**config.mk**
```make
export PLATFORM = sky130hd
export DESIGN_NAME = output_coordinator_flat
export DESIGN_NICKNAME = d
export VERILOG_FILES = /design/src/logic/sta_pkg.sv /design/src/logic/sta_result_if.sv /design/src/logic/output_coordinator.sv /design/src/flat_wrapper.sv
export SDC_FILE = /design/constraint.sdc
export NUM_CORES = 1
export LEC_CHECK = 0
export BUFFER_PORTS_ARGS = -buffer_cell sky130_fd_sc_hd__clkbuf_2
export CAP_MARGIN = 0
export CORE_ASPECT_RATIO = 1.5
export CORE_UTILIZATION = 58
export DETAILED_ROUTE_END_ITERATION = 8
export PLACE_DENSITY = 0.86
export SLEW_MARGIN = 0
export SYNTH_ARGS = -nofsm -noshare
export SYNTH_HDL_FRONTEND = slang
export SYNTH_SLANG_ARGS = --single-unit
```
**constraint.sdc**
```tcl
create_clock -name clk -period 6 [get_ports clk]
set_clock_uncertainty 0.2 [all_clocks]
set_input_delay 1.2 -clock clk [delete_from_list [all_inputs] [get_ports clk]]
set_output_delay 1.2 -clock clk [all_outputs]
set_load 0.05 [all_outputs]
```
**src/logic/sta_pkg.sv**
```systemverilog
package sta_pkg;

  // Lanes per operand pack, one MAC lane each
  parameter int LANES = 4;

  // Operand width in bits
  parameter int DATA_W = 8;

  // Accumulator width, wide enough for long dot products
  parameter int ACC_W = 32;

  // One signed operand
  typedef logic signed [DATA_W-1:0] operand_t;

  // Four operands side by side
  // Lane 0 sits in the low byte, lane 3 in the high byte
  typedef logic [LANES*DATA_W-1:0] opnd_pack_t;

  // Accumulated dot product of one PE
  typedef logic signed [ACC_W-1:0] acc_t;

endpackage

```
**src/logic/sta_result_if.sv**
```systemverilog
interface sta_result_if
  import sta_pkg::*;
#(
  parameter int ROWS    = 4,  // PE rows
  parameter int COLS    = 4,  // PE columns
  parameter int N_BITS  = 7,  // Width of coordinates
  parameter int CH_BITS = 5   // Width of channel number
);

  // One entry per PE, flat index row*COLS + col
  logic                valid   [ROWS*COLS];  // Result complete this cycle
  logic [N_BITS-1:0]   row     [ROWS*COLS];  // Absolute output row
  logic [N_BITS-1:0]   col     [ROWS*COLS];  // Absolute output column
  logic [CH_BITS-1:0]  channel [ROWS*COLS];  // Output channel
  acc_t                data    [ROWS*COLS];  // Dot product from the PE

  // Tags and valids come from the coordinator
  modport coordinator (
    output valid,
    output row,
    output col,
    output channel
  );

  // Array uses valid as each PE's last-cycle flag and returns data
  modport array (
    input  valid,
    output data
  );

endinterface

```
**src/logic/output_coordinator.sv**
```systemverilog
module output_coordinator #(
  parameter int ROWS    = 4,                    // PE rows
  parameter int COLS    = 4,                    // PE columns
  parameter int NUM_CH  = 16,                   // Max channel count
  parameter int CH_BITS = $clog2(NUM_CH + 1),   // Channel number width
  parameter int MAX_N   = 64,                   // Max matrix size
  parameter int N_BITS  = $clog2(MAX_N + 1)     // mat_size and coordinate width
)(
  input  logic               clk,
  input  logic               reset,
  input  logic               stall,      // Freeze all counters
  input  logic               cmd_valid,  // New block offered
  input  logic [N_BITS-1:0]  mat_size,   // Dot product length 3..MAX_N
  input  logic [N_BITS-1:0]  pos_row,    // Base row of the block
  input  logic [N_BITS-1:0]  pos_col,    // Base column of the block
  input  logic [CH_BITS-1:0] channel,    // Channel of the block
  output logic               cmd_ready,
  output logic               idle,       // No PE active
  sta_result_if.coordinator  res
);

  // Counter holds up to ceil(MAX_N/4)
  localparam int CT_BITS = $clog2((MAX_N + 3) / 4 + 1);

  logic [N_BITS:0]    size_up;         // One spare bit for the round-up
  logic [CT_BITS-1:0] compute_cycles;  // ceil(mat_size/4)
  logic               accept;

  // Per-PE state
  logic               active   [ROWS][COLS];
  logic               first    [ROWS][COLS];  // First compute cycle of a block
  logic [CT_BITS-1:0] cnt      [ROWS][COLS];  // Zero on the last cycle
  logic [N_BITS-1:0]  base_row [ROWS][COLS];
  logic [N_BITS-1:0]  base_col [ROWS][COLS];
  logic [CH_BITS-1:0] ch       [ROWS][COLS];

  // Per-PE load request and the values it takes
  logic               load   [ROWS][COLS];
  logic [CT_BITS-1:0] ld_cnt [ROWS][COLS];
  logic [N_BITS-1:0]  ld_row [ROWS][COLS];
  logic [N_BITS-1:0]  ld_col [ROWS][COLS];
  logic [CH_BITS-1:0] ld_ch  [ROWS][COLS];

  assign size_up        = {1'b0, mat_size} + (N_BITS + 1)'(3);
  assign compute_cycles = CT_BITS'(size_up >> 2);

  // PE(0,0) can take a new block in its final cycle
  assign cmd_ready = !active[0][0] || (cnt[0][0] == '0);
  assign accept    = cmd_valid && cmd_ready && !stall;

  for (genvar i = 0; i < ROWS; i++) begin : g_row
    for (genvar j = 0; j < COLS; j++) begin : g_col

      if (i == 0 && j == 0) begin : g_origin
        assign load[i][j]   = accept;
        assign ld_cnt[i][j] = compute_cycles - 1'b1;
        assign ld_row[i][j] = pos_row;
        assign ld_col[i][j] = pos_col;
        assign ld_ch[i][j]  = channel;
      end else if (j == 0) begin : g_from_north
        // Column 0 follows the PE above one cycle later
        assign load[i][j]   = first[i-1][j];
        assign ld_cnt[i][j] = cnt[i-1][j];  // Still C-1 on its first cycle
        assign ld_row[i][j] = base_row[i-1][j];
        assign ld_col[i][j] = base_col[i-1][j];
        assign ld_ch[i][j]  = ch[i-1][j];
      end else begin : g_from_west
        assign load[i][j]   = first[i][j-1];
        assign ld_cnt[i][j] = cnt[i][j-1];
        assign ld_row[i][j] = base_row[i][j-1];
        assign ld_col[i][j] = base_col[i][j-1];
        assign ld_ch[i][j]  = ch[i][j-1];
      end

      always_ff @(posedge clk) begin
        if (reset) begin
          active[i][j] <= 1'b0;
          first[i][j]  <= 1'b0;
          cnt[i][j]    <= '0;
        end else if (!stall) begin
          first[i][j] <= load[i][j];
          if (active[i][j]) begin
            if (cnt[i][j] != '0) begin
              cnt[i][j] <= cnt[i][j] - 1'b1;
            end else begin
              active[i][j] <= 1'b0;  // Retire after the valid cycle
            end
          end
          // A new block may land on the old block's last cycle
          if (load[i][j]) begin
            active[i][j] <= 1'b1;
            cnt[i][j]    <= ld_cnt[i][j];
          end
        end
      end

      // Block tags travel with the count through the grid
      always_ff @(posedge clk) begin
        if (!stall && load[i][j]) begin
          base_row[i][j] <= ld_row[i][j];
          base_col[i][j] <= ld_col[i][j];
          ch[i][j]       <= ld_ch[i][j];
        end
      end

      assign res.valid[i*COLS+j]   = active[i][j] && (cnt[i][j] == '0);
      assign res.row[i*COLS+j]     = base_row[i][j] + N_BITS'(i);  // Offset from PE(0,0)
      assign res.col[i*COLS+j]     = base_col[i][j] + N_BITS'(j);
      assign res.channel[i*COLS+j] = ch[i][j];
    end
  end

  // Idle only once every PE has retired
  always_comb begin
    idle = 1'b1;
    for (int i = 0; i < ROWS; i++) begin
      for (int j = 0; j < COLS; j++) begin
        if (active[i][j]) begin
          idle = 1'b0;
        end
      end
    end
  end

endmodule

```
**src/flat_wrapper.sv**
```systemverilog
// flat-port wrapper written by rule: the top's interface ports become plain ports
module output_coordinator_flat 
#(
  parameter int ROWS    = 4,                              
  parameter int COLS    = 4,                                 
  parameter int NUM_CH  = 16,                                       
  parameter int CH_BITS = $clog2(NUM_CH + 1),                          
  parameter int MAX_N   = 64,                                     
  parameter int N_BITS  = $clog2(MAX_N + 1)                                     
)
  (clk, reset, stall, cmd_valid, mat_size, pos_row, pos_col, channel, cmd_ready, idle, res_valid, res_row, res_col, res_channel);
  sta_result_if #(.ROWS(ROWS), .COLS(COLS), .N_BITS(N_BITS), .CH_BITS(CH_BITS)) res_i ();
  input  logic clk;
  input  logic reset;
  input  logic stall;
  input  logic cmd_valid;
  input  logic [N_BITS-1:0] mat_size;
  input  logic [N_BITS-1:0] pos_row;
  input  logic [N_BITS-1:0] pos_col;
  input  logic [CH_BITS-1:0] channel;
  output logic cmd_ready;
  output logic idle;
  output wire logic [$bits(res_i.valid)-1:0] res_valid;
  output wire logic [$bits(res_i.row)-1:0] res_row;
  output wire logic [$bits(res_i.col)-1:0] res_col;
  output wire logic [$bits(res_i.channel)-1:0] res_channel;
  assign res_valid = {>>{res_i.valid}};
  assign res_row = {>>{res_i.row}};
  assign res_col = {>>{res_i.col}};
  assign res_channel = {>>{res_i.channel}};
  output_coordinator #(.ROWS(ROWS), .COLS(COLS), .NUM_CH(NUM_CH), .CH_BITS(CH_BITS), .MAX_N(MAX_N), .N_BITS(N_BITS)) u_core (.clk(clk), .reset(reset), .stall(stall), .cmd_valid(cmd_valid), .mat_size(mat_size), .pos_row(pos_row), .pos_col(pos_col), .channel(channel), .cmd_ready(cmd_ready), .idle(idle), .res(res_i));
endmodule
```
After elaboration in Yosys (flattened, before gate mapping):

Memory sizes are Yosys's and may differ from the RTL's.
Index checks and enable logic that the tools add are counted.

* multiplexer cells: 339
* reduce and logical (&&, ||, !) cells: 66
* bitwise gates (word level): 80
* $add $sub $neg: 42

Operators by type and width (number)
* 1-bit 2-to-1 mux: 307
* 5-bit 2-to-1 mux: 32
* 7-bit by 2-bit adder with 7-bit output (second input constant): 17
* 5-bit by 1-bit subtractor with 5-bit output (second input constant): 17
* 5-bit logical NOT: 16
* 1-bit bitwise OR: 80
* 5-bit nonzero test: 16
* 7-bit by 1-bit adder with 7-bit output (second input constant): 8
* 1-bit logical AND: 31
* 1-bit logical NOT: 2
* 1-bit logical OR: 1

* output and inout port bits: 322
* memories kept: 6
* word-level logic and storage cells: 533
* bits in registers: 0
* input bits: 30
* RAM bits: 416

Memories
* u_core.base_col: depth 4, bits a word 28, rd ports 4, clocked after Yosys merged registers in 0, wr ports 4, line output_coordinator.sv:34 `logic [N_BITS-1:0] base_col [ROWS][COLS];`
* u_core.base_row: depth 4, bits a word 28, rd ports 4, clocked after Yosys merged registers in 0, wr ports 4, line output_coordinator.sv:33 `logic [N_BITS-1:0] base_row [ROWS][COLS];`
* u_core.ch: depth 4, bits a word 20, rd ports 4, clocked after Yosys merged registers in 0, wr ports 4, line output_coordinator.sv:35 `logic [CH_BITS-1:0] ch [ROWS][COLS];`
* u_core.cnt: depth 4, bits a word 20, rd ports 4, clocked after Yosys merged registers in 0, wr ports 4, line output_coordinator.sv:32 `logic [CT_BITS-1:0] cnt [ROWS][COLS];`
* u_core.active: depth 4, bits a word 4, rd ports 4, clocked after Yosys merged registers in 0, wr ports 4, line output_coordinator.sv:30 `logic active [ROWS][COLS];`
* u_core.first: depth 4, bits a word 4, rd ports 4, clocked after Yosys merged registers in 0, wr ports 4, line output_coordinator.sv:31 `logic first [ROWS][COLS];`

Logic depth before layout (Yosys ltp):

An unclocked memory read counts as a cell.

* word-level depth: 17
* depth in mapped cells: 7
* depth with buffers taken out: 7

Worst setup path after synthesis:

No wires, ideal clock.

* kind: register to output
* start point: memory u_core.cnt[3][15] (netlist bit)
* end point: output res_valid[3]
* path buffers: 0
* stages on the path, launching flop included: 5
* slack: 2.351 ns
* data required time: 4.600 ns
* arrival time: 2.249 ns
* path through: edfxtp_1 > inv_1 > ha_1 > or3b_1 > nor3b_1

RTL lines
* start, declared: line output_coordinator.sv:32
* end, declared: line flat_wrapper.sv:23 `output wire logic [$bits(res_i.valid)-1:0] res_valid;`

==> out/results.tsv <==
stage	metric	value	unit
run_status	status	complete, no violations	
timing	relSlewSlack	16.25	%
synthesis	ys.flop_type	edfxtp_1	
worst_hold_path	hold_path_end	u_core.base_row[1][21]$_DFFE_PP_	
synthesis	synth_edf_count	275	
critical_path	crit_path_max_incr_delay	560	ps
finish	multi_input_area	4462	um2
critical_path	rrSetupSlack	3560	ps
worst_hold_path	min_path_type	flip-flop to flip-flop	
placement	finalWeightedCongestion	0.8819	
timing	rsz0062_at_grt	no	
synthesis	synth_nets	1209	
power_and_ir_drop	combPwrFrac	13.9	%
global_route	grt_start_max_net_pins	35	
synthesis	synth_area_per_cell	12.21	um2
route	drtIter0Drc	583	
synthesis	postSynthCellCount	1132	
timing	period_needed	3949	ps
route	dr_wl_met3	1.993	mm
floorplan	initial_core_util	59.49	%
timing	tightest_slew	1251	ps
finish	seqCellArea	8258	um2
synthesis	yosys.area_share.simple	12.30	%
synthesis	ys_async_sr_fraction	0	%
global_route	antenna_found_initial	0	
timing	slew_violations	0	
power_and_ir_drop	switching_share	27.87	%
clocking	clk_latency	530	ps
route	routed.top_layer	met4	
timing	timing.final.hold_violations	0	
power_and_ir_drop	internal_power	0.003406	W
power_and_ir_drop	ir_drop	0.0002620	V
placement	dpl.hpwl	24.63	mm
timing	finalCritPeriodShare	65.82	%
synthesis	synthAdderAreaFrac	4.256	%
worst_hold_path	hold_start	u_core.base_row[0][21]$_DFFE_PP_	
floorplan	fp.dieH	191.0	um
critical_path	path_max_fanout	4	
job	cap_viol_max_count	0	
synthesis	synth_warnings	0	
global_route	grt_pass1_vias	9413	
global_route	grt_remaining_overflow	0	
clocking	post_cts_buffers	0	
power_and_ir_drop	seqPwrFrac	49.1	%
finish	n_antenna_cell	0	
critical_path	crit_path_end_kind	output pin	
worst_hold_path	hold_path_depth	0	
synthesis	synth_largest_area_cell	edfxtp_1	
timing	setup_tns	0	ps
synthesis	synth_top_family_by_area	simple AND/OR/NAND/NOR gates	
power_and_ir_drop	power	0.004723	W
critical_path	r2r-end	u_core.base_col[0][22]$_DFFE_PP_	
critical_path	startpoint_type	flip-flop	
synthesis	synth-xor-area-share	9.445	%
critical_path	crit_family	simple AND/OR/NAND/NOR gates	
critical_path	worstReg2RegStart	u_core.cnt[0][15]$_DFFE_PP_	
timing	holdWs	249.8	ps
critical_path	path_depth	5	
route	vias	9559	
critical_path	crit_slowest_cell	nor3b_1	
floorplan	die_w	128.0	um
timing	setup_viol	0	
route	wirelength	32.84	mm
floorplan	core-area	23230	um2
clocking	cts_buffer_depth	3	
route	first_pass_iters	5	
synthesis	ys_seq_area_share	59.77	%
timing	fmax	0.2532	GHz
clocking	cts_root_buf	clkbuf_16	
floorplan	std_cell_rows	68	
power_and_ir_drop	leakage	6.596	nW
synthesis	synth.top_cell.area_share	59.77	%
synthesis	netlist_top_cells_area	edfxtp_1 60%, xnor2_1 6.9%, buf_4 5.0%	
finish	nNetsFinal	1474	
route	wl_met1	11.88	mm
power_and_ir_drop	pwr_density_cell	292.5	nW/um2
power_and_ir_drop	power_switching	0.001316	W
route	ant_nets	0	
synthesis	synth-compound-area-share	6.076	%
clocking	clk_pin_slew	70	ps
global_route	grt_usage	26.39	%
placement	port_buffers	351	
clocking	cts_tree	built	
clocking	numCtsBuffers	26	
clocking	ctsHoldBuffers	0	
critical_path	reg2regPathDepth	8	
critical_path	critical_path_class	flip-flop to output pin	
synthesis	ys_ff_latch	275	
finish	synthToLayoutAreaGrowth	16.87	%
route	dr_wl_met2	17.66	mm
finish	final_cell_mix	351 x clkbuf_2, 275 x edfxtp_1, 109 x xnor2_1, 100 x nand2_1, 82 x inv_1	
critical_path	cp_data_required_time	4600	ps
finish	fillerInstances	1665	
route	remaining_drc_errors	0	
floorplan	io_pins	352	
synthesis	synth.distinct_cells	46	
synthesis	synthMuxAreaShare	0.07244	%
route	wl_per_cell	18.96	um
clocking	post_cts_resized	0	
finish	drive_gt1_share	30.13	%
clocking	cts_sinks	275	
route	viasPerCell	5.519	
critical_path	critPathArrivalTime	2550	ps
clocking	htree_num_levels	1	
critical_path	critical_path_buf_inv_count	2	
critical_path	cp_cell_sequence	inv_1, ha_1, or3b_1, nor3b_1, clkbuf_2	
floorplan	die_area	24460	um2
global_route	grt_pass1_wl	49.28	mm
synthesis	syn_area	13820	um2
power_and_ir_drop	clkPwrFrac	37.0	%
finish	layout_commonest_cell	clkbuf_2	
==> flip-flops by register name, summed over array words and instances, names as in the netlist <==
signal / cells
u_core.active: 16
u_core.cnt: 80
u_core.first: 8
u_core.base_row: 63
u_core.base_col: 63
u_core.ch: 45
==> cell type report <==
class / count / share of cell area [%]
timing repair buffer: 354 / 11.02
inverter: 86 / 2.030
sequential: 275 / 51.14
tap: 315 / 2.441
clock inverter: 21 / 1.557
clock buffer: 27 / 4.184
multi-input combinational: 654 / 27.63
==> per-stage QoR <==
stage          area [um2]  instances  utilization [%]  worst slack, ps
2_1_floorplan       13820       1132                -             2351
3_3_place_gp        15220       1684            65.53             2633
3_5_place_dp        15220       1684            65.53             2579
4_1_cts             16150       1732            69.52             2054
5_1_grt             16150       1732            69.52             1973
6_report            16150       1732            69.52             2051
==> worst register-to-register path, cell delays in order (launching register included) <==
cell	delay, ps
edfxtp_1	440
inv_1	100
ha_1	190
or4b_4	470
and2_4	210
clkinv_4	80
nand2_1	50
nor2_1	100
buf_4	280
==> worst max path at each step <==
stage	startpoint	to	slack, ps
floorplan	u_core.cnt[3][15]$_DFFE_PP_	res_valid[3]	2350
global placement	u_core.cnt[2][10]$_DFFE_PP_	res_valid[6]	2630
detailed placement	stall	u_core.cnt[2][10]$_DFFE_PP_	2580
CTS	u_core.cnt[2][10]$_DFFE_PP_	res_valid[6]	2050
global route	u_core.cnt[2][10]$_DFFE_PP_	res_valid[6]	1970
finish	u_core.cnt[2][10]$_DFFE_PP_	res_valid[6]	2050
==> synthesized netlist by cell type, types with 7 or more instances <==
cell	n
edfxtp_1	275
xnor2_1	109
nand2_1	100
buf_4	92
inv_1	82
o21ai_1	73
ha_1	47
nand3_1	43
xor2_1	40
nor2_1	39
and2_1	27
clkbuf_1	21
o21bai_1	21
nor2b_1	19
nor3_1	17
nand2b_1	15
nor4b_1	10
o31ai_1	10
and3_1	9
or3_4	8
a21oi_1	7
==> power groups by stage <==
stage	Clock [W]	Sequential, W	Combinational, W
6_report	0.00175	0.00232	0.000658
5_1_grt	0.00183	0.00233	0.000700
4_1_cts	0.00177	0.00232	0.000660
3_5_place_dp	0	0.00236	0.000654
3_3_place_gp	0	0.00235	0.000642
2_1_floorplan	0	0.00236	0.000502
==> kinds of logic (layout without fill, tap and decap cells) <==
group                    count (synthesis)  in the layout
adder cells (fa/ha/maj)                 47             47
AND/OR/NAND/NOR                        320            320
multiplexers                             1              1
XOR/XNOR                               149            149
buffers and inverters                  203            488
AO/OA/AOI/OAI                          137            137
flip-flops                             275            275
==> per-layer routing <==
| layer | global-route usage (%) | vias up |
|---|---|---|
| met3 | 4.030 | 93 |
| li1 | - | 4421 |
| met1 | 28.63 | 4592 |
| met2 | 49.96 | 453 |
| met5 | 0 | - |
| met4 | 11.86 | 0 |
Power figures use the tool's default switching activity.
