File: src/logic/sta_pkg.sv
package sta_pkg;

  // Lanes per operand pack, one MAC lane each
  parameter int LANES = 4;

  // Operand width in bits
  parameter int DATA_W = 8;

  // Accumulator width, wide enough for long dot products
  parameter int ACC_W = 32;

  // One signed operand
  typedef logic signed [DATA_W-1:0] operand_t;

  // Four operands side by side
  // Lane 0 sits in the low byte, lane 3 in the high byte
  typedef logic [LANES*DATA_W-1:0] opnd_pack_t;

  // Accumulated dot product of one PE
  typedef logic signed [ACC_W-1:0] acc_t;

endpackage

File: src/logic/operand_skew.sv
module operand_skew
  import sta_pkg::*;
#(
  parameter int ROWS = 4,  // PE rows
  parameter int COLS = 4   // PE columns
)(
  input  logic       clk,
  input  logic       reset,
  input  logic       stall,              // Hold every stage
  input  opnd_pack_t west_in   [ROWS],   // Unskewed packs per row
  input  opnd_pack_t north_in  [COLS],   // Unskewed packs per column
  output opnd_pack_t west_out  [ROWS],   // Row i delayed by i+1
  output opnd_pack_t north_out [COLS]    // Column j delayed by j+1
);

  // Rows and columns share one set of chains
  // Chains 0..ROWS-1 are rows, the rest are columns
  localparam int NUM_CHAINS = ROWS + COLS;

  opnd_pack_t chain_in  [NUM_CHAINS];
  opnd_pack_t chain_out [NUM_CHAINS];

  for (genvar i = 0; i < ROWS; i++) begin : g_west
    assign chain_in[i] = west_in[i];
    assign west_out[i] = chain_out[i];
  end

  for (genvar j = 0; j < COLS; j++) begin : g_north
    assign chain_in[ROWS+j] = north_in[j];
    assign north_out[j]     = chain_out[ROWS+j];
  end

  for (genvar n = 0; n < NUM_CHAINS; n++) begin : g_chain
    // Row i gets i+1 stages, column j gets j+1
    localparam int DEPTH = (n < ROWS) ? n + 1 : n - ROWS + 1;

    opnd_pack_t stage [DEPTH];

    always_ff @(posedge clk) begin
      if (reset) begin
        for (int k = 0; k < DEPTH; k++) begin
          stage[k] <= '0;  // Zero packs add nothing to a PE
        end
      end else if (!stall) begin
        stage[0] <= chain_in[n];
        for (int k = 1; k < DEPTH; k++) begin
          stage[k] <= stage[k-1];
        end
      end
    end

    assign chain_out[n] = stage[DEPTH-1];  // Oldest stage feeds the grid edge
  end

endmodule

File: config.mk
export PLATFORM = sky130hd
export DESIGN_NAME = operand_skew
export DESIGN_NICKNAME = d
export VERILOG_FILES = /design/src/logic/sta_pkg.sv /design/src/logic/operand_skew.sv
export SDC_FILE = /design/constraint.sdc
export NUM_CORES = 1
export LEC_CHECK = 0
export ABC_AREA = 0
export BUFFER_PORTS_ARGS = -buffer_cell sky130_fd_sc_hd__buf_2
export CORE_MARGIN = 3
export CORE_UTILIZATION = 30
export DETAILED_ROUTE_END_ITERATION = 12
export PLACE_DENSITY_LB_ADDON = 0.1
export SLEW_MARGIN = 20
export SYNTH_ARGS = -nofsm -noshare
export SYNTH_HDL_FRONTEND = slang
export SYNTH_SLANG_ARGS = --single-unit
File: constraint.sdc
create_clock -name clk -period 21.2 [get_ports clk]
set_input_delay 1.06 -clock clk [delete_from_list [all_inputs] [get_ports clk]]
set_output_delay 1.06 -clock clk [all_outputs]
set_load 0.02 [all_outputs]
# After elaboration in Yosys (flattened, before gate mapping)
# Memories as Yosys holds them, arrays and structs flattened.
# Index checks and enable logic that the tools add are counted.
dict set report word_totals {
  mem_bits_rw 640
  input_bits 259
  word_cells 55
  output_inout_bits 256
  memories 8
  reg_bits 0
}
# name words width read_ports rd_ports_with_merged_regs write_ports line
set mem_list {}
lappend mem_list {{g_chain[3].stage} 4 32 4 0 4 operand_skew.sv:37} ;# opnd_pack_t stage [DEPTH];
lappend mem_list {{g_chain[7].stage} 4 32 4 0 4 operand_skew.sv:37}
lappend mem_list {{g_chain[2].stage} 3 32 3 0 3 operand_skew.sv:37}
lappend mem_list {{g_chain[6].stage} 3 32 3 0 3 operand_skew.sv:37}
lappend mem_list {{g_chain[1].stage} 2 32 2 0 2 operand_skew.sv:37}
lappend mem_list {{g_chain[5].stage} 2 32 2 0 2 operand_skew.sv:37}
lappend mem_list {{2 more memories} - - - - - -}
dict set report op_classes {
  reduce_logical 2
  mux 27
  n_bitwise 18
}
# cell count
set ops {}
lappend ops {{2-to-1 mux 32 bit} 20}
lappend ops {{OR reduction 32 bit} 2}
lappend ops {{bitwise OR 1 bit} 18}
lappend ops {{2-to-1 mux 1 bit} 7}

# Logic depth before layout (Yosys ltp)
# Gate-level depths: netlist of run 1.
dict set report depth {
  ltp_word 5
  mapped_depth 4
  mapped_depth_nobuf 1
}

# Least setup slack after synthesis of run 1
# No wires, ideal clock.
dict set report synth_path {
  path_type {in2reg}
  startpoint {in reset}
  endpoint {mem g_chain[0].stage[0][0] in the netlist's numbering, enable pin}
  stages 3
  setup_ns 1.123
  required_time_ns 20.077
  path_buffers 2
  slack_ns 3.668
  arrival_time_ns 16.409
  cell_sequence {buf_6 -> buf_6 -> nand2b_1}
}
dict set report synth_via {
  elab_chain_len 4
  word_cells_on_any_way 6
  cone_classes {5 x mux; 1 x reduce/logical}
}
# element line
set synth_lines {}
lappend synth_lines {{from (decl)} operand_skew.sv:8} ;# input logic reset,
lappend synth_lines {{2-to-1 mux 1 bit} operand_skew.sv:40} ;# if (reset) begin
lappend synth_lines {{2-to-1 mux 1 bit (implied by the code)} operand_skew.sv:45} ;# stage[0] <= chain_in[n];
lappend synth_lines {{OR reduction 32 bit (no source line)} -}
lappend synth_lines {{2-to-1 mux 1 bit (no source line) *} -}
lappend synth_lines {{to (decl)} operand_skew.sv:37}
# Every way passes the cells marked *; elsewhere a longest branch is shown, timed or not.

==> tab_implementation.tex, run 1 <==
\begin{tabular}{lr}
\hline
Metric & Value \\
\hline
\multicolumn{2}{l}{\textbf{Status}} \\
\quad Run status & complete, no violations \\
\multicolumn{2}{l}{\textbf{Drt}} \\
\quad Routed wirelength normalized by instance count & 19.9 µm \\
\quad Final wirelength & 61800 µm \\
\quad Initial drt markers & 891 \\
\quad Total iterations of the first detailed-routing run & 4 \\
\quad Antenna-violating nets left & 0 \\
\quad Detail-routed via count per cell & 4.49 \\
\quad Vias after detailed routing & 13948 \\
\quad DRC errors left & 0 \\
\multicolumn{2}{l}{\textbf{Layout}} \\
\quad Most frequent cells in the layout & nor3b\_1, edfxtp\_1, buf\_2 \\
\quad Cell Count, Final, Fillers Out & 3106 \\
\quad Post-route standard cell area excluding fillers & 0.0306 mm² \\
\quad Area delta synth->final & 17.4\% \\
\quad Register with the most flip-flops & g\_chain.stage \\
\quad Registers with the most flip-flops & g\_chain.stage x640 \\
\quad Sequential cell area & 0.0192 mm² \\
\quad Fraction of final layout cells sized beyond drive strength 1 & 32.4\% \\
\quad Flip-flop count of the largest register after layout & 640 \\
\quad Final nets & 2150 \\
\quad Count of fill cells added during filler insertion & 8345 \\
\quad Area of combinational cells with multiple inputs & 0.00482 mm² \\
\multicolumn{2}{l}{\textbf{CTS}} \\
\quad Number of hold-repair buffers added at the cts stage & 0 \\
\quad TritonCTS clock tree & yes \\
\quad Clock buffers created by TritonCTS & 75 \\
\quad Post\_cts resized & 0 \\
\quad Insertion delay of the later-clocked pin in the worst-skew pair & 0.61 ns \\
\quad Clock root cell & clkbuf\_16 \\
\quad Clk buf depth & 3 \\
\quad Level count of the clock H-tree & 3 \\
\quad Post-CTS Setup Repair Bufs & 0 \\
\quad Clock Sink Count & 640 \\
\quad Clock-pin slew on the worst setup and hold paths & 0.06 ns \\
\multicolumn{2}{l}{\textbf{Floorplan}} \\
\quad Core area & 0.0857 mm² \\
\quad Y dimension of the die & 301 µm \\
\quad Initial standard-cell utilization of the core & 30.4\% \\
\quad Die Outline Area & 0.0905 mm² \\
\quad Floorplan row count & 107 \\
\quad Total I/O pin count & 515 \\
\quad Horizontal die dimension & 301 µm \\
\multicolumn{2}{l}{\textbf{STA}} \\
\quad Min cycle time layout & 4.35 ns \\
\quad Number of failing setup endpoints in the final timing report & 0 \\
\quad Max frequency & 230 MHz \\
\quad Post-Route Setup TNS & 0 ns \\
\quad Final cycle utilization of the critical path & 20.5\% \\
\quad Slew of the pin with the lowest slew margin & 1.07 ns \\
\quad Unrepaired setup endpoints after global routing & false \\
\quad Smallest hold slack & 0.589 ns \\
\quad Relative max-transition margin & 28.5\% \\
\quad Final Max Tran Viols & 0 \\
\quad Hold violation count in the final report & 0 \\
\quad Worst Clk Skew & 0.0255 ns \\
\multicolumn{2}{l}{\textbf{Placed design}} \\
\quad Placer congestion estimate & 0.745 \\
\quad DP Wirelength & 36900 µm \\
\quad DP Cell Count & 2956 \\
\quad Area after DPL & 0.0282 mm² \\
\quad Port Buffers & 514 \\
\multicolumn{2}{l}{\textbf{Worst setup path}} \\
\quad Endpoint of the most critical setup path & g\_chain[3].stage[2][9] \\
\quad Signal arrival time at the worst endpoint & 4.57 ns \\
\quad Nature of the critical path startpoint & input port \\
\quad Launch point of the worst reg-to-reg path & g\_chain[7].stage[2][17] \\
\quad Critical path startpoint & reset \\
\quad Data required time at the worst endpoint & 21.42 ns \\
\quad Worst-case register-to-register setup slack & 20.36 ns \\
\quad Critical Setup Path Class & input port to flop \\
\quad R2R Path End & g\_chain[7].stage[3][17] \\
\quad Type of element capturing the critical path & flop \\
\quad Depth of the worst register-to-register path & 1 \\
\quad Crit Path Max Fanout & 135 \\
\multicolumn{2}{l}{\textbf{Logic synthesis}} \\
\quad Post-Syn Instances & 1551 \\
\quad Flops \& latches, synth & 640 \\
\quad Avg Synthesized Cell Area & 16.8 µm² \\
\quad Netlist Area Pre-Place & 0.0261 mm² \\
\quad Syn nets & 1810 \\
\quad Count of cell types in the netlist & 7 \\
\quad Share of the yosys chip area belonging to registers & 73.7\% \\
\quad Yosys warning total & 0 \\
\multicolumn{2}{l}{\textbf{Global routing}} \\
\quad Via count of the first global-routing pass & 14088 \\
\quad First-pass GRT wire length & 91100 µm \\
\quad Overall routing resource usage & 13.1\% \\
\quad Remaining Overflow, GRT & 0 \\
\quad Antenna violations before repair & 20 \\
\quad Largest net degree at the start of global routing & 222 \\
\multicolumn{2}{l}{\textbf{Power and ir drop}} \\
\quad Switching power of the nets & 0.691 mW \\
\quad Relative contribution of the clock network to total power & 41.5\% \\
\quad Switching portion of total power & 23.3\% \\
\quad Post-layout total power & 2.96 mW \\
\quad Total internal power & 2.27 mW \\
\quad Part of the power in combinational logic & 7.5\% \\
\quad Largest vdd supply drop & 0.0585 mV \\
\quad Sequential Power Share & 50.9\% \\
\quad PwrDens & 96.7 mW/mm² \\
\quad Leakage power summed over all cells & 11.3 nW \\
\multicolumn{2}{l}{\textbf{Min path}} \\
\quad Path class of the lowest-slack min-delay path & flop to flop \\
\multicolumn{2}{l}{\textbf{Job}} \\
\quad Max-cap violation count & 0 \\
\hline
\end{tabular}
-- metrics by stage --
step / utilization (%) / setup slack (ns)
6_report: 35.7 / 16.85
3_3_place_gp: 32.9 / 16.29
2_1_floorplan: - / 3.67
4_1_cts: 35.6 / 16.86
3_5_place_dp: 32.9 / 16.19
5_1_grt: 35.7 / 16.54
-- worst max-delay path: stages --
cell and delay [ns]:
buf_8 0.57, nand2b_4 0.83, buf_12 0.48, buf_16 0.47
buf_4 0.92
-- power by group through the flow --
stage	sequential [mW]	combinational [mW]	clock, mW
3_5_place_dp	1.54	0.227	0
5_1_grt	1.52	0.241	1.33
3_3_place_gp	1.53	0.225	0
4_1_cts	1.51	0.227	1.28
6_report	1.51	0.223	1.23
2_1_floorplan	1.60	0.144	0
-- cell families (layout without fill, tap and decap cells) --
logic type	count (synthesis)	count (layout)	synth area share, %
other	0	13	0
AND/OR/NAND/NOR	641	641	18.4
buffers and inverters	270	668	7.86
flip-flops	640	640	73.7
-- layout make-up --
type                       instances  area share (%)
antenna                           13           0.106
clock buffer                      91            6.32
clock inverter                    44            1.24
multi-input combinational        641            15.7
sequential                       640            62.8
tap                             1144            4.67
timing repair buffer             533            9.17
-- worst min path at each step --
stage / startpoint / end / cells after the start
2_1_floorplan: g_chain[1].stage[0][0] / g_chain[1].stage[0][32] / 1
3_3_place_gp: g_chain[6].stage[0][41] / g_chain[6].stage[0][73] / 1
3_5_place_dp: g_chain[7].stage[0][7] / g_chain[7].stage[1][7] / 1
4_1_cts: g_chain[2].stage[0][53] / g_chain[2].stage[0][85] / 1
5_1_grt: g_chain[5].stage[0][20] / g_chain[5].stage[0][52] / 1
6_report: g_chain[5].stage[0][16] / g_chain[5].stage[0][48] / 1
-- Yosys cell counts, drive strengths merged --
cell type  number  area (µm²)
edfxtp        640       19200
clkbuf          2        7.51
buf           268        2040
nand2b          1        6.26
nor3b         640        4800
-- per-layer routing --
layer  vias up  GRT usage (%)  wire length (µm)
met5         -              0                81
met4        12           4.46              1670
met3       115           4.51              4660
met2       363           20.8             28900
met1      6998           16.6             26500
li1       6460              -                 -
Note: power is estimated with default switching activity, not from simulation.
==> run 2: changes to the inputs <==
--- a/config.mk
+++ b/config.mk
@@ -5,7 +5,7 @@
 export SDC_FILE = /design/constraint.sdc
 export NUM_CORES = 1
 export LEC_CHECK = 0
-export ABC_AREA = 0
+export ABC_AREA = 1
 export BUFFER_PORTS_ARGS = -buffer_cell sky130_fd_sc_hd__buf_2
 export CORE_MARGIN = 3
 export CORE_UTILIZATION = 30
==> constraint.sdc (replaced) <==
create_clock -name clk -period 4.2 [get_ports clk]
set_input_delay 0.21 -clock clk [delete_from_list [all_inputs] [get_ports clk]]
set_output_delay 0.21 -clock clk [all_outputs]
set_load 0.02 [all_outputs]
==> tab_implementation.tex, run 2 <==
\begin{tabular}{lr}
\hline
Metric & Value \\
\hline
\multicolumn{2}{l}{\textbf{Worst setup path}} \\
\quad Top cell family by delay on the critical path & buffers and inverters \\
\quad Worst path max stage delay & 0.68 ns \\
\quad Signal arrival time at the worst endpoint & 1.91 ns \\
\quad Crit Path Max Fanout & 120 \\
\quad Data required time at the worst endpoint & 4.41 ns \\
\quad Slowest stage cell, crit path & nand2\_8 \\
\quad Buffers \& Inverters on Critical Path & 3 \\
\quad Nature of the critical path startpoint & input port \\
\quad Type of element capturing the critical path & flop \\
\quad Critical Setup Path Class & input port to flop \\
\quad CP Cell Sequence & buf\_2 > inv\_1 > nand2\_8 > buf\_4 \\
\multicolumn{2}{l}{\textbf{Global routing}} \\
\quad First-pass GRT wire length & 86200 µm \\
\quad Largest net degree at the start of global routing & 131 \\
\quad Via count of the first global-routing pass & 15467 \\
\quad Remaining Overflow, GRT & 0 \\
\quad Antenna violations before repair & 2 \\
\quad Overall routing resource usage & 12.2\% \\
\multicolumn{2}{l}{\textbf{Placed design}} \\
\quad Port Buffers & 514 \\
\quad Placer congestion estimate & 0.777 \\
\quad DP Cell Count & 3594 \\
\quad DP Wirelength & 35100 µm \\
\multicolumn{2}{l}{\textbf{Floorplan}} \\
\quad Initial standard-cell utilization of the core & 30.6\% \\
\quad Core area & 0.0844 mm² \\
\quad Die Outline Area & 0.0895 mm² \\
\quad Horizontal die dimension & 299 µm \\
\quad Total I/O pin count & 515 \\
\quad Y dimension of the die & 299 µm \\
\quad Floorplan row count & 106 \\
\multicolumn{2}{l}{\textbf{Logic synthesis}} \\
\quad Count of cell types in the netlist & 8 \\
\quad Syn nets & 2381 \\
\quad Dominant cells by area after synthesis & edfxtp\_1, inv\_1, nor2\_1, buf\_4, buf\_6 \\
\quad Yosys warning total & 0 \\
\quad Avg Synthesized Cell Area & 12.1 µm² \\
\quad Netlist Area Pre-Place & 0.0258 mm² \\
\quad Commonest cells in the synthesized netlist & inv\_1, edfxtp\_1, nor2\_1, buf\_4, buf\_6 \\
\quad Cell taking the most area after synthesis & edfxtp\_1 \\
\quad Flops \& latches, synth & 640 \\
\quad Post-Syn Instances & 2122 \\
\quad Most instantiated library cell after synthesis & inv\_1 \\
\quad Dominant register cell in the synthesized netlist & edfxtp\_1 \\
\quad Share of flip-flops with an asynchronous set or reset & 0\% \\
\quad Share of the yosys chip area belonging to registers & 74.6\% \\
\quad Post-synth EDFFs & 640 \\
\quad Top-area cell type share of the netlist area & 74.6\% \\
\multicolumn{2}{l}{\textbf{Layout}} \\
\quad Flip-flop count of the largest register after layout & 640 \\
\quad Sequential cell area & 0.0192 mm² \\
\quad Cell Count, Final, Fillers Out & 3982 \\
\quad Antenna cells & 0 \\
\quad Area delta synth->final & 28.8\% \\
\quad Most common cell after layout, fill and taps aside & inv\_1 \\
\quad Final nets & 3053 \\
\quad Registers with the most flip-flops & g\_chain.stage x640 \\
\quad Area of combinational cells with multiple inputs & 0.00244 mm² \\
\quad Count of fill cells added during filler insertion & 8244 \\
\quad Utilization after layout & 39.3\% \\
\quad Most frequent cells in the layout & inv\_1, nor2\_1, edfxtp\_1 \\
\quad Fraction of final layout cells sized beyond drive strength 1 & 22.2\% \\
\quad Register with the most flip-flops & g\_chain.stage \\
\multicolumn{2}{l}{\textbf{Job}} \\
\quad Max-cap violation count & 0 \\
\multicolumn{2}{l}{\textbf{STA}} \\
\quad Slew of the pin with the lowest slew margin & 1.04 ns \\
\quad Hold violation count in the final report & 0 \\
\quad Final cycle utilization of the critical path & 40.4\% \\
\quad Post-Route Setup TNS & 0 ns \\
\quad Relative max-transition margin & 30.4\% \\
\quad Min cycle time layout & 1.70 ns \\
\quad Unrepaired setup endpoints after global routing & false \\
\quad Worst Clk Skew & 0.0219 ns \\
\quad Max frequency & 589 MHz \\
\quad Final Max Tran Viols & 0 \\
\quad Smallest hold slack & 0.449 ns \\
\quad Number of failing setup endpoints in the final timing report & 0 \\
\multicolumn{2}{l}{\textbf{Drt}} \\
\quad Detail-routed via count per cell & 3.82 \\
\quad Initial drt markers & 852 \\
\quad Vias after detailed routing & 15198 \\
\quad Final wirelength & 55400 µm \\
\quad Routed wirelength normalized by instance count & 13.9 µm \\
\quad DRC errors left & 0 \\
\quad Antenna-violating nets left & 0 \\
\quad Total iterations of the first detailed-routing run & 4 \\
\multicolumn{2}{l}{\textbf{CTS}} \\
\quad Level count of the clock H-tree & 3 \\
\quad Clock-pin slew on the worst setup and hold paths & 0.05 ns \\
\quad Clock buffers created by TritonCTS & 76 \\
\quad Clock Sink Count & 640 \\
\quad TritonCTS clock tree & yes \\
\quad Post\_cts resized & 0 \\
\quad Clock root cell & clkbuf\_16 \\
\quad Insertion delay of the later-clocked pin in the worst-skew pair & 0.59 ns \\
\quad Clk buf depth & 3 \\
\multicolumn{2}{l}{\textbf{Power and ir drop}} \\
\quad Post-layout total power & 15.0 mW \\
\quad Leakage power summed over all cells & 15.2 nW \\
\quad Largest vdd supply drop & 0.227 mV \\
\quad PwrDens & 451 mW/mm² \\
\multicolumn{2}{l}{\textbf{Min path}} \\
\quad Path class of the lowest-slack min-delay path & input port to flop \\
\multicolumn{2}{l}{\textbf{Status}} \\
\quad Run status & complete, no violations \\
\hline
\end{tabular}
run 2: layout make-up:
| cell class | instances | share of cell area, % |
|---|---|---|
| Timing Repair Buffer | 792 | 16.3 |
| Inverter | 642 | 7.26 |
| Tap cell | 1134 | 4.28 |
| Clock buffer | 103 | 6.17 |
| Clock inverter | 29 | 0.735 |
| Multi-Input combinational cell | 642 | 7.36 |
| Sequential cell | 640 | 57.9 |
run 2: logic make-up (layout without fill, tap and decap cells):
logic type | Yosys count | count (layout) | share of synthesized area, %
simple gates | 642 | 642 | 9.38
buf+inv | 840 | 1566 | 16.0
flops | 640 | 640 | 74.6
run 2: path summary, 6_finish.rpt:
kind,from,slack [ns],cells after the start,end
min,north_in[4],0.45,4,g_chain[7].stage[0][4]
max,reset,2.50,4,g_chain[4].stage[0][13]
min reg2reg,g_chain[3].stage[2][17],0.53,2,g_chain[3].stage[3][17]
max reg2reg,g_chain[3].stage[2][10],3.39,2,g_chain[3].stage[3][10]
run 2: tightest hold or removal path: stages:
cell and delay (ns):
dlygate4sd3_1 0.51, buf_2 0.09, inv_1 0.03, nor2_1 0.08
run 2: where the power goes:
| part | total (mW) | internal, mW | leakage (nW) | switching [mW] |
|---|---|---|---|---|
| Combinational | 1.22 | 0.471 | 7.09 | 0.748 |
| Clock | 6.11 | 3.59 | 1.11 | 2.52 |
| Sequential | 7.62 | 7.50 | 7.04 | 0.122 |
| Total | 15.0 | 11.6 | 15.2 | 3.39 |
run 2: through the flow:
step,worst slack [ns],cell area [µm²]
floorplan,0.905,25800
global placement,1.87,28300
detailed placement,1.86,28300
CTS,2.50,33200
global route,2.36,33200
finish,2.50,33200
run 2: per-layer routing:
| layer | share of wire, % | global-route usage, % | vias up |
|---|---|---|---|
| met2 | 47 | 19.8 | 391 |
| met4 | 2.5 | 4.46 | 4 |
| met3 | 6.0 | 2.89 | 90 |
| met5 | 0.049 | 0 | - |
| met1 | 44 | 15.9 | 7112 |
| li1 | - | - | 7601 |
run 2: repair_timing:
action,4_1_cts,5_1_grt
endpoints found under the hold margin,256,0
hold buffers,256,0
setup buffers,0,0
==> run 3: changes to the inputs <==
--- a/config.mk
+++ b/config.mk
@@ -5,7 +5,7 @@
 export SDC_FILE = /design/constraint.sdc
 export NUM_CORES = 1
 export LEC_CHECK = 0
-export ABC_AREA = 1
+export ABC_AREA = 0
 export BUFFER_PORTS_ARGS = -buffer_cell sky130_fd_sc_hd__buf_2
 export CORE_MARGIN = 3
 export CORE_UTILIZATION = 30
==> constraint.sdc (replaced) <==
create_clock -name clk -period 1.41 [get_ports clk]
set_input_delay 0.0705 -clock clk [delete_from_list [all_inputs] [get_ports clk]]
set_output_delay 0.0705 -clock clk [all_outputs]
set_load 0.02 [all_outputs]
==> tab_implementation.tex, run 3 (synthesis results as in run 1) <==
\begin{tabular}{lr}
\hline
Metric & Value \\
\hline
\multicolumn{2}{l}{\textbf{Drt}} \\
\quad Final wirelength & 62700 µm \\
\quad Initial drt markers & 792 \\
\quad DRC errors left & 0 \\
\quad Routed wirelength normalized by instance count & 18.3 µm \\
\quad Vias after detailed routing & 14997 \\
\quad Total iterations of the first detailed-routing run & 4 \\
\quad Detail-routed via count per cell & 4.38 \\
\quad Antenna-violating nets left & 0 \\
\multicolumn{2}{l}{\textbf{CTS}} \\
\quad Post-CTS Setup Repair Bufs & 0 \\
\quad Clk buf depth & 3 \\
\quad Clock root cell & clkbuf\_16 \\
\quad TritonCTS clock tree & yes \\
\quad Clock-pin slew on the worst setup and hold paths & 0.06 ns \\
\quad Insertion delay of the later-clocked pin in the worst-skew pair & 0.59 ns \\
\quad Clock Sink Count & 640 \\
\quad Level count of the clock H-tree & 3 \\
\quad Clock buffers created by TritonCTS & 74 \\
\multicolumn{2}{l}{\textbf{Floorplan}} \\
\quad Initial standard-cell utilization of the core & 30.4\% \\
\quad Y dimension of the die & 301 µm \\
\quad Floorplan row count & 107 \\
\quad Horizontal die dimension & 301 µm \\
\quad Core area & 0.0857 mm² \\
\quad Total I/O pin count & 515 \\
\quad Die Outline Area & 0.0905 mm² \\
\multicolumn{2}{l}{\textbf{STA}} \\
\quad Smallest hold slack & 0.0874 ns \\
\quad Min cycle time layout & 1.29 ns \\
\quad Worst Clk Skew & 0.0138 ns \\
\quad Final Max Tran Viols & 0 \\
\quad Final cycle utilization of the critical path & 91.3\% \\
\quad Number of failing setup endpoints in the final timing report & 0 \\
\quad Hold violation count in the final report & 0 \\
\quad Worst setup margin & 0.122 ns \\
\quad Slew of the pin with the lowest slew margin & 0.541 ns \\
\quad Max frequency & 776 MHz \\
\quad Unrepaired setup endpoints after global routing & false \\
\quad Post-Route Setup TNS & 0 ns \\
\quad Relative max-transition margin & 63.9\% \\
\multicolumn{2}{l}{\textbf{Worst setup path}} \\
\quad Nature of the critical path startpoint & flop \\
\quad Number of logic stages on the critical path including buffering & 1 \\
\quad Worst-case register-to-register setup slack & 0.36 ns \\
\quad Worst path max stage delay & 0.43 ns \\
\quad Depth of the worst register-to-register path & 1 \\
\quad R2R Path End & g\_chain[2].stage[0][95] \\
\quad Top cell family by delay on the critical path & flip-flops \\
\quad Buffers \& Inverters on Critical Path & 1 \\
\quad Slowest stage cell, crit path & edfxtp\_1 \\
\quad Data required time at the worst endpoint & 1.34 ns \\
\quad Launch point of the worst reg-to-reg path & g\_chain[2].stage[0][63] \\
\quad CP Cell Sequence & buf\_2 \\
\quad Crit Path Max Fanout & 1 \\
\quad Type of element capturing the critical path & output port \\
\quad Critical Setup Path Class & flop to output port \\
\quad Signal arrival time at the worst endpoint & 1.22 ns \\
\quad Critical path startpoint & g\_chain[7].stage[3][2] \\
\quad Endpoint of the most critical setup path & north\_out[2] \\
\multicolumn{2}{l}{\textbf{Placed design}} \\
\quad Placer congestion estimate & 0.733 \\
\quad Port Buffers & 514 \\
\quad Setup Slack @ Placement & -0.0651 ns \\
\quad Area after DPL & 0.0292 mm² \\
\quad DP Cell Count & 3019 \\
\quad DP Wirelength & 40600 µm \\
\multicolumn{2}{l}{\textbf{Status}} \\
\quad Run status & complete, no violations \\
\multicolumn{2}{l}{\textbf{Layout}} \\
\quad Most frequent cells in the layout & nor3b\_1, edfxtp\_1, buf\_2 \\
\quad Flip-flop count of the largest register after layout & 640 \\
\quad Area delta synth->final & 30.8\% \\
\quad Sequential cell area & 0.0192 mm² \\
\quad Post-route standard cell area excluding fillers & 0.0341 mm² \\
\quad Final nets & 2473 \\
\quad Area of combinational cells with multiple inputs & 0.00482 mm² \\
\quad Utilization after layout & 39.8\% \\
\quad Count of fill cells added during filler insertion & 8072 \\
\quad Register with the most flip-flops & g\_chain.stage \\
\quad Registers with the most flip-flops & g\_chain.stage x640 \\
\quad Fraction of final layout cells sized beyond drive strength 1 & 30.3\% \\
\quad Cell Count, Final, Fillers Out & 3422 \\
\multicolumn{2}{l}{\textbf{Global routing}} \\
\quad M1 GR Usage & 17.1\% \\
\quad Global Route met2 Usage & 22.5\% \\
\quad Via count of the first global-routing pass & 15710 \\
\quad Gr busiest metal & met2 \\
\quad Largest net degree at the start of global routing & 106 \\
\quad Antenna violations before repair & 12 \\
\quad Met3 layer usage reported by global route & 3.66\% \\
\quad Overall routing resource usage & 13.5\% \\
\quad Remaining Overflow, GRT & 0 \\
\quad First-pass GRT wire length & 95400 µm \\
\multicolumn{2}{l}{\textbf{Min path}} \\
\quad Path class of the lowest-slack min-delay path & input port to flop \\
\multicolumn{2}{l}{\textbf{Power and ir drop}} \\
\quad Leakage power summed over all cells & 12.8 nW \\
\quad PwrDens & 1310 mW/mm² \\
\quad Post-layout total power & 44.6 mW \\
\quad Largest vdd supply drop & 0.743 mV \\
\multicolumn{2}{l}{\textbf{Job}} \\
\quad Max-cap violation count & 0 \\
\hline
\end{tabular}
run 3: area by class of cell:
class | count | area share [%]
sequential | 640 | 56.4
timing repair buffer | 857 | 18.8
clock inverter | 34 | 0.660
antenna | 8 | 0.0587
multi-input combinational | 641 | 14.1
clock buffer | 98 | 5.82
tap | 1144 | 4.20
run 3: worst min-delay path by stage:
stage                     depth (start not counted)  slack, ns                       to    startpoint
after global routing                              3       0.05  g_chain[1].stage[0][17]         reset
after global placement                            2       0.42  g_chain[7].stage[0][25]  north_in[25]
after CTS                                         3       0.03  g_chain[1].stage[0][17]         reset
final                                             3       0.09  g_chain[1].stage[0][17]         reset
after detailed placement                          2       0.43  g_chain[0].stage[0][10]  west_in[106]
after floorplan                                   1       0.34   g_chain[0].stage[0][0]   west_in[96]
run 3: repair_timing:
action | in CTS | in global routing
resized for setup | 2 | 0
hold buffers | 263 | 0
endpoints found under the hold margin | 268 | 0
setup endpoints to repair | 1 | 0
run 3: metal layers:
layer,routed length [µm],vias up
met5,21,-
met4,1620,4
met3,4050,103
met2,30200,377
met1,26800,7415
li1,-,7098
run 3: where the power goes:
part / total (mW) / leakage, nW / switching (mW) / internal [mW]
Sequential: 22.7 / 7.01 / 0.296 / 22.4
Combinational: 4.27 / 4.74 / 2.38 / 1.89
Clock: 17.7 / 1.08 / 7.58 / 10.1
Total: 44.6 / 12.8 / 10.3 / 34.4
